File: config.mk
export PLATFORM = sky130hd
export DESIGN_NAME = cl_hello_world
export DESIGN_NICKNAME = d
export VERILOG_FILES = /design/src/hello_pkg.sv /design/src/cfg_if.sv /design/src/rsp_if.sv /design/src/axi_cmd_decode.sv /design/src/cfg_hello_regs.sv /design/src/axi_resp_gen.sv /design/src/cl_hello_world.sv
export SDC_FILE = /design/constraint.sdc
export NUM_CORES = 1
export LEC_CHECK = 0
export BUFFER_PORTS_ARGS = -buffer_cell sky130_fd_sc_hd__clkbuf_2
export CAP_MARGIN = 20
export CORE_ASPECT_RATIO = 1.1
export CORE_MARGIN = 1.5
export CORE_UTILIZATION = 35
export CTS_BUF_LIST = sky130_fd_sc_hd__clkbuf_4 sky130_fd_sc_hd__clkbuf_8
export DETAILED_ROUTE_END_ITERATION = 6
export PLACE_DENSITY_LB_ADDON = 0.08
export SKIP_CTS_REPAIR_TIMING = 1
export SYNTH_ARGS = -nofsm -noshare
export SYNTH_HDL_FRONTEND = slang
export SYNTH_SLANG_ARGS = --single-unit
export TNS_END_PERCENT = 100
File: constraint.sdc
create_clock -name clk -period 5.8 [get_ports clk]
set_input_delay 0 -clock clk [delete_from_list [all_inputs] [get_ports clk]]
set_output_delay 0 -clock clk [all_outputs]
set_load 0.05 [all_outputs]
File: src/hello_pkg.sv
//----------------------------------------------------------
// Shared definitions for the hello world register slave
// Bus widths, register map constants and decode states
//----------------------------------------------------------
`default_nettype none

package hello_pkg;

   // Host bus fields
   typedef logic [31:0]  bus_addr_t;
   typedef logic [4:0]   axi_id_t;
   typedef logic [127:0] bus_data_t;

   // Configuration block fields
   typedef logic [31:0]  word_t;
   typedef logic [7:0]   cfg_addr_t;

   // Word lane within the host bus, from address bits [3:2]
   typedef logic [1:0]   lane_t;

   localparam int NUM_LANES = 4;

   // Register map
   localparam cfg_addr_t HELLO_OFFSET   = 8'h00;
   localparam word_t     UNMAPPED_RDATA = 32'hffff_ffff;

   // Request acceptance states
   typedef enum logic [1:0] {
      SLV_IDLE    = 2'd0,
      SLV_WR_ADDR = 2'd1,
      SLV_CYC     = 2'd2,
      SLV_RESP    = 2'd3
   } slv_state_t;

endpackage

`default_nettype wire

File: src/cfg_if.sv
//----------------------------------------------------------
// Register command bus between decode and the config block
// Completion and read data are also watched by the responder
//----------------------------------------------------------
`timescale 1ns/1ns
`default_nettype none

interface cfg_if;

   // Single cycle command pulses, at most one at a time
   logic                 wr;
   logic                 rd;
   hello_pkg::cfg_addr_t addr;
   hello_pkg::word_t     wdata;

   // Completion pulse, rdata valid with it
   logic                 ack;
   hello_pkg::word_t     rdata;

   modport cmd  (output wr, rd, addr, wdata, input ack);

   modport regs (input wr, rd, addr, wdata, output ack, rdata);

   // Responder only looks at completions
   modport mon  (input ack, rdata);

endinterface

`default_nettype wire

File: src/rsp_if.sv
//----------------------------------------------------------
// Response handoff from the decoder to the response driver
// Details stay stable from start until done
//----------------------------------------------------------
`timescale 1ns/1ns
`default_nettype none

interface rsp_if;

   // One cycle pulse once the register access has finished
   logic               start;
   logic               is_wr;
   hello_pkg::axi_id_t id;
   hello_pkg::lane_t   lane;

   // Host has taken the response
   logic               done;

   modport src (output start, is_wr, id, lane, input done);

   modport dst (input start, is_wr, id, lane, output done);

endinterface

`default_nettype wire

File: src/axi_cmd_decode.sv
//----------------------------------------------------------
// Request acceptance FSM with fixed write priority
// Issues one register command per host request
//----------------------------------------------------------
`timescale 1ns/1ns
`default_nettype none

module axi_cmd_decode (
   input  logic                  clk,
   input  logic                  sync_rst_n,
   input  hello_pkg::axi_id_t    awid,
   input  hello_pkg::bus_addr_t  awaddr,
   input  logic                  awvalid,
   output logic                  awready,
   input  hello_pkg::bus_data_t  wdata,
   input  logic                  wvalid,
   output logic                  wready,
   input  hello_pkg::axi_id_t    arid,
   input  hello_pkg::bus_addr_t  araddr,
   input  logic                  arvalid,
   output logic                  arready,
   cfg_if.cmd                    cfg,
   rsp_if.src                    rsp
);

   hello_pkg::slv_state_t                       state;
   hello_pkg::slv_state_t                       state_nxt;
   logic                                        cyc_wr;
   logic                                        did_req;
   logic                                        req_valid;
   logic                                        issue;
   hello_pkg::bus_addr_t                        wr_addr_q;
   hello_pkg::bus_addr_t                        rd_addr_q;
   hello_pkg::axi_id_t                          wr_id_q;
   hello_pkg::axi_id_t                          rd_id_q;
   hello_pkg::bus_addr_t                        mx_addr;
   hello_pkg::lane_t                            wr_lane;
   hello_pkg::word_t [hello_pkg::NUM_LANES-1:0] wr_lanes;

   //----------------------------------------------------------
   // Request capture
   //----------------------------------------------------------
   always_ff @(posedge clk)
   begin
      if ((state == hello_pkg::SLV_IDLE) && (awvalid || arvalid))
      begin
         wr_addr_q <= awaddr;
         rd_addr_q <= araddr;
         wr_id_q   <= awid;
         rd_id_q   <= arid;
      end
   end

   // Winner of the arbitration, write always first
   always_ff @(posedge clk)
   begin
      if (!sync_rst_n)
         cyc_wr <= 1'b0;
      else if (state == hello_pkg::SLV_IDLE)
         cyc_wr <= awvalid;
   end

   assign mx_addr   = cyc_wr ? wr_addr_q : rd_addr_q;
   assign wr_lane   = wr_addr_q[3:2];
   assign wr_lanes  = wdata;

   // Reads need no data beat
   assign req_valid = cyc_wr ? wvalid : 1'b1;
   assign issue     = (state == hello_pkg::SLV_CYC) && req_valid && !did_req;

   //----------------------------------------------------------
   // State machine
   //----------------------------------------------------------
   always_comb
   begin
      state_nxt = state;
      case (state)
         hello_pkg::SLV_IDLE:
         begin
            if (awvalid)
               state_nxt = hello_pkg::SLV_WR_ADDR;
            else if (arvalid)
               state_nxt = hello_pkg::SLV_CYC;
         end
         hello_pkg::SLV_WR_ADDR:
            state_nxt = hello_pkg::SLV_CYC;
         hello_pkg::SLV_CYC:
         begin
            if (cfg.ack)
               state_nxt = hello_pkg::SLV_RESP;
         end
         hello_pkg::SLV_RESP:
         begin
            if (rsp.done)
               state_nxt = hello_pkg::SLV_IDLE;
         end
         default:
            state_nxt = hello_pkg::SLV_IDLE;
      endcase
   end

   always_ff @(posedge clk)
   begin
      if (!sync_rst_n)
         state <= hello_pkg::SLV_IDLE;
      else
         state <= state_nxt;
   end

   //----------------------------------------------------------
   // Command pulses, one per request
   //----------------------------------------------------------
   always_ff @(posedge clk)
   begin
      if (!sync_rst_n)
      begin
         cfg.wr  <= 1'b0;
         cfg.rd  <= 1'b0;
         did_req <= 1'b0;
      end
      else
      begin
         cfg.wr <= issue && cyc_wr;
         cfg.rd <= issue && !cyc_wr;
         if (state == hello_pkg::SLV_IDLE)
            did_req <= 1'b0;
         else if (issue)
            did_req <= 1'b1;
      end
   end

   always_ff @(posedge clk)
   begin
      if (issue)
      begin
         cfg.addr  <= hello_pkg::cfg_addr_t'(mx_addr);
         cfg.wdata <= wr_lanes[wr_lane];
      end
   end

   // Ready pulses and response start
   always_ff @(posedge clk)
   begin
      if (!sync_rst_n)
      begin
         awready   <= 1'b0;
         wready    <= 1'b0;
         arready   <= 1'b0;
         rsp.start <= 1'b0;
      end
      else
      begin
         awready   <= (state_nxt == hello_pkg::SLV_WR_ADDR);
         wready    <= (state == hello_pkg::SLV_CYC) && cfg.ack && cyc_wr;
         arready   <= (state == hello_pkg::SLV_CYC) && cfg.ack && !cyc_wr;
         rsp.start <= (state == hello_pkg::SLV_CYC) && cfg.ack;
      end
   end

   assign rsp.is_wr = cyc_wr;
   assign rsp.id    = cyc_wr ? wr_id_q : rd_id_q;
   assign rsp.lane  = mx_addr[3:2];

endmodule

`default_nettype wire

File: src/cfg_hello_regs.sv
//----------------------------------------------------------
// Configuration block with the hello world register
// Command stretch, acknowledge and readback mux
//----------------------------------------------------------
`timescale 1ns/1ns
`default_nettype none

module cfg_hello_regs (
   input  logic clk,
   input  logic sync_rst_n,
   cfg_if.regs  cfg
);

   logic                 wr_stretch;
   logic                 rd_stretch;
   hello_pkg::cfg_addr_t addr_q;
   hello_pkg::word_t     wdata_q;
   hello_pkg::word_t     hello_q;

   // Hold each command until it has been acknowledged
   always_ff @(posedge clk)
   begin
      if (!sync_rst_n)
      begin
         wr_stretch <= 1'b0;
         rd_stretch <= 1'b0;
      end
      else
      begin
         wr_stretch <= cfg.wr || (wr_stretch && !cfg.ack);
         rd_stretch <= cfg.rd || (rd_stretch && !cfg.ack);
      end
   end

   always_ff @(posedge clk)
   begin
      if (cfg.wr || cfg.rd)
      begin
         addr_q  <= cfg.addr;
         wdata_q <= cfg.wdata;
      end
   end

   // Single ack, two cycles after the command
   always_ff @(posedge clk)
   begin
      if (!sync_rst_n)
         cfg.ack <= 1'b0;
      else
         cfg.ack <= (wr_stretch || rd_stretch) && !cfg.ack;
   end

   //----------------------------------------------------------
   // Hello world register
   //----------------------------------------------------------
   always_ff @(posedge clk)
   begin
      if (!sync_rst_n)
         hello_q <= '0;
      else if (wr_stretch && (addr_q == hello_pkg::HELLO_OFFSET))
         hello_q <= wdata_q;
   end

   // Readback returns the register byte reversed
   always_ff @(posedge clk)
   begin
      if (addr_q == hello_pkg::HELLO_OFFSET)
         cfg.rdata <= {hello_q[7:0], hello_q[15:8], hello_q[23:16], hello_q[31:24]};
      else
         cfg.rdata <= hello_pkg::UNMAPPED_RDATA;
   end

endmodule

`default_nettype wire

File: src/axi_resp_gen.sv
//----------------------------------------------------------
// Write and read response channel driver
// Read word latch and placement in its bus lane
//----------------------------------------------------------
`timescale 1ns/1ns
`default_nettype none

module axi_resp_gen (
   input  logic                 clk,
   input  logic                 sync_rst_n,
   cfg_if.mon                   cfg,
   rsp_if.dst                   rsp,
   output hello_pkg::axi_id_t   bid,
   output logic                 bvalid,
   input  logic                 bready,
   output hello_pkg::axi_id_t   rid,
   output hello_pkg::bus_data_t rdata,
   output logic                 rvalid,
   input  logic                 rready
);

   hello_pkg::word_t                            rd_word_q;
   hello_pkg::word_t [hello_pkg::NUM_LANES-1:0] rd_lanes;

   // Capture the register data when the access completes
   always_ff @(posedge clk)
   begin
      if (cfg.ack)
         rd_word_q <= cfg.rdata;
   end

   // Word goes in its own lane, the rest reads as zero
   always_comb
   begin
      rd_lanes = '0;
      rd_lanes[rsp.lane] = rd_word_q;
   end

   assign rdata = rd_lanes;

   //----------------------------------------------------------
   // Response valids, held until the host takes them
   //----------------------------------------------------------
   always_ff @(posedge clk)
   begin
      if (!sync_rst_n)
      begin
         bvalid <= 1'b0;
         rvalid <= 1'b0;
      end
      else
      begin
         if (rsp.start && rsp.is_wr)
            bvalid <= 1'b1;
         else if (bready)
            bvalid <= 1'b0;
         if (rsp.start && !rsp.is_wr)
            rvalid <= 1'b1;
         else if (rready)
            rvalid <= 1'b0;
      end
   end

   assign bid      = rsp.id;
   assign rid      = rsp.id;
   assign rsp.done = (bvalid && bready) || (rvalid && rready);

endmodule

`default_nettype wire

File: src/cl_hello_world.sv
//----------------------------------------------------------
// Hello world register slave, top level
// Decoder, configuration block and response driver
//----------------------------------------------------------
`timescale 1ns/1ns
`default_nettype none

module cl_hello_world (
   input  logic                 clk,
   input  logic                 sync_rst_n,

   // Write address and data
   input  hello_pkg::axi_id_t   awid,
   input  hello_pkg::bus_addr_t awaddr,
   input  logic                 awvalid,
   output logic                 awready,
   input  hello_pkg::bus_data_t wdata,
   input  logic                 wvalid,
   output logic                 wready,

   // Write response
   output hello_pkg::axi_id_t   bid,
   output logic                 bvalid,
   input  logic                 bready,

   // Read address and data
   input  hello_pkg::axi_id_t   arid,
   input  hello_pkg::bus_addr_t araddr,
   input  logic                 arvalid,
   output logic                 arready,
   output hello_pkg::axi_id_t   rid,
   output hello_pkg::bus_data_t rdata,
   output logic                 rvalid,
   input  logic                 rready
);

   cfg_if cfg_bus ();
   rsp_if rsp_bus ();

   axi_cmd_decode u_decode (
      .clk        (clk),
      .sync_rst_n (sync_rst_n),
      .awid       (awid),
      .awaddr     (awaddr),
      .awvalid    (awvalid),
      .awready    (awready),
      .wdata      (wdata),
      .wvalid     (wvalid),
      .wready     (wready),
      .arid       (arid),
      .araddr     (araddr),
      .arvalid    (arvalid),
      .arready    (arready),
      .cfg        (cfg_bus.cmd),
      .rsp        (rsp_bus.src)
   );

   cfg_hello_regs u_regs (
      .clk        (clk),
      .sync_rst_n (sync_rst_n),
      .cfg        (cfg_bus.regs)
   );

   axi_resp_gen u_resp (
      .clk        (clk),
      .sync_rst_n (sync_rst_n),
      .cfg        (cfg_bus.mon),
      .rsp        (rsp_bus.dst),
      .bid        (bid),
      .bvalid     (bvalid),
      .bready     (bready),
      .rid        (rid),
      .rdata      (rdata),
      .rvalid     (rvalid),
      .rready     (rready)
   );

endmodule

`default_nettype wire

==> results.py <==
metrics = {
    "yosys": {
        "synth_area_leaders": "edfxtp_1 (47%), dfxtp_1 (18%), mux4_2 (8.3%)",
        "synth_warnings": 0,
        "syn_nets": 831,
        "synth_area_mm2": 0.00873,
        "synth_top_area_share_pct": 47.5,
        "synthCells": 622,
        "yosysTopAreaCell": "edfxtp_1",
        "yosysSeqAreaShare_pct": 65.6,
        "async_reset_ff_share_pct": 0,
        "synth_commonest_cells": "edfxtp_1 (138), and2_1 (99), dfxtp_1 (79)",
        "synth.distinct_cells": 37,
        "synth.avg_cell_area_um2": 14.0,
        "synth_edf_count": 138,
        "yosysMostFrequentCell": "edfxtp_1",
        "ys_ff_latch": 217,
        "synth_top_flop_cell": "edfxtp_1",
    },
    "critical_path": {
        "critPathSlowestCell": "dfxtp_1",
        "critical_path_class": "flop to output pin",
        "arrival_ns": 2.63,
        "cpPeakStageDelay_ns": 0.98,
        "cp_cell_sequence": "nor2_1 -> a22oi_2 -> buf_4 -> nor2b_1 -> clkbuf_2",
        "path_buf_inv": 2,
        "cp-start-kind": "flop",
        "cp_top_family": "flip-flops",
        "critical_path_required_ns": 5.80,
        "worstSetupEndpointType": "output pin",
        "critPathMaxFanout": 32,
    },
    "power": {
        "combPwrFrac_pct": 20.3,
        "sw_frac_of_total_pct": 28.2,
        "peakVddDrop_v": 0.000182,
        "power.switching_uw": 1080,
        "p_int_uw": 2750,
        "p_seq_share_pct": 46.0,
        "clockPowerShare_pct": 33.7,
        "leakage_uw": 0.00494,
        "p_per_area_mw_per_mm2": 314,
    },
    "clock_network": {
        "clock_sinks": 217,
        "clock_latency_ns": 0.50,
        "cts_tree": "yes",
        "path_clk_slew_ns": 0.06,
        "cts_made_buffers": 35,
        "cts-htree-levels": 2,
        "clk_path_buf_depth": 3,
        "root_buffer": "clkbuf_8",
    },
    "timing": {
        "fmax_ghz": 0.380,
        "rsz0062_at_grt": "false",
        "relSlewSlack_pct": 32.6,
        "finalHoldViolations": 0,
        "min_period_ns": 2.63,
        "holdWs_ns": 0.140,
        "fin_crit_sh_pct": 45.3,
        "setup_viol": 0,
        "final_max_slew_viol_count": 0,
        "fin_skew_ns": 0.0173,
        "setup_tns_ns": 0,
        "worst_pin_slew_ns": 1.01,
    },
    "finish": {
        "area_delta_synth_final_pct": 39.8,
        "diodes": 0,
        "drive_gt1_share_pct": 40.1,
        "final_cells": 1354,
        "final_net_count": 1229,
        "final_util_pct": 49.9,
    },
    "detailed_routing": {
        "antenna_left": 0,
        "wl_per_cell_um": 14.0,
        "drc": 0,
        "routed_via_density": 4.44,
        "vias": 6012,
        "first_pass_iters": 4,
        "wl_mm": 19.0,
        "drt_iter0_markers": 357,
    },
    "floorplan": {
        "die_x_um": 154,
        "start_util_pct": 35.7,
        "die_h_um": 169,
        "core_region_area_mm2": 0.0245,
        "top_level_ports": 352,
        "row_count": 60,
        "dieArea_mm2": 0.0259,
    },
    "place": {
        "gp_congestion": 0.741,
        "hpwlAfterDp_mm": 13.4,
        "dpl.cell_count": 1194,
        "io_buffers": 303,
    },
    "global_routing": {
        "grt_overflow": 0,
        "antenna_found_initial": 0,
        "grt_max_degree": 76,
        "grt_pass1_wl_mm": 29.7,
        "grtUsageTotal_pct": 14.3,
        "grt_pass1_vias": 5868,
    },
    "outcome": {
        "status": "finished, final reports clean",
    },
    "run": {
        "drv_cap": 0,
    },
    "worst_hold_path": {
        "hp-class": "primary input to flop",
    },
}
==> registers in the layout, indices dropped and copies added, names as in the netlist, 5 cells and up <==
signal,cells
u_regs.hello_q,32
u_regs.wdata_q,32
u_resp.rd_word_q,32
u_decode.cfg.addr,8
u_decode.rd_addr_q,8
u_decode.wr_addr_q,8
u_regs.addr_q,8
u_regs.cfg.rdata,32
u_decode.wr_id_q,5
u_decode.cfg.wdata,32
u_decode.rd_id_q,5
==> worst min-delay path: stages <==
cell      delay [ns]
clkbuf_2        0.08
buf_4           0.31
o211a_1         0.20
==> logic make-up (layout without fill, tap and decap cells) <==
family	after synthesis	count (layout)	synth area share, %
and+or+nand+nor	257	257	16.5
DFF	217	217	65.6
muxes	75	75	13.3
buffers and inverters	54	476	3.07
AOI/OAI and AO/OA	19	19	1.52
==> power by group through the flow <==
| stage | Sequential (uW) | Clock [uW] | Combinational [uW] |
|---|---|---|---|
| CTS | 1760 | 1340 | 692 |
| global placement | 1790 | 0 | 683 |
| floorplan | 1780 | 0 | 519 |
| global route | 1770 | 1410 | 828 |
| finish | 1760 | 1290 | 778 |
| detailed placement | 1790 | 0 | 692 |
==> stage by stage <==
stage / worst slack [ns] / instance area, um^2 / power, uW
final: 3.17 / 12200 / 3830
after floorplan: 3.80 / 8730 / 2300
after global placement: 3.28 / 10500 / 2470
after CTS: 2.56 / 11200 / 3800
after detailed placement: 3.11 / 10500 / 2490
after global routing: 2.89 / 12200 / 4010
==> cell usage in the layout, fill, tap and decap left out, types with 7 or more instances in the layout <==
| master | n |
|---|---|
| clkbuf_2 | 303 |
| edfxtp_1 | 138 |
| and2_1 | 98 |
| dlygate4sd3_1 | 95 |
| dfxtp_1 | 79 |
| nand2_1 | 71 |
| clkbuf_8 | 44 |
| nor2b_1 | 37 |
| mux4_2 | 32 |
| or3_1 | 32 |
| mux2i_1 | 32 |
| mux2_2 | 11 |
| clkbuf_4 | 9 |
| inv_1 | 7 |
==> final cells by class <==
type / instances / area, um^2
Fill cell: 2139 / 12300
Sequential cell: 217 / 5730
Multi-Input combinational cell: 351 / 2750
Timing Repair Buffer: 408 / 2610
Clock buffer: 53 / 673
Tap cell: 310 / 388
Clock inverter: 8 / 32.5
Inverter: 7 / 26.3
==> routing by layer <==
layer,part of all wire (%),up-vias,wire [um],GRT usage (%)
met5,0,-,0,0
met3,7.3,35,1390,3.79
li1,-,2992,-,-
met4,1.9,0,367,4.81
met1,44,2704,8300,18.1
met2,47,281,8940,23.8
==> final timing paths <==
check                             from              endpoint  slack, ns  cells past startpoint
setup / recovery    u_decode.rsp.is_wr             rdata[13]       3.17                      5
hold / removal              sync_rst_n     u_decode.state[1]       0.14                      3
setup reg to reg      u_regs.addr_q[1]    u_regs.hello_q[19]       3.43                      4
hold reg to reg   u_regs.cfg.rdata[16]  u_resp.rd_word_q[16]       0.40                      0
No activity file was read; power rests on OpenSTA's default activity.
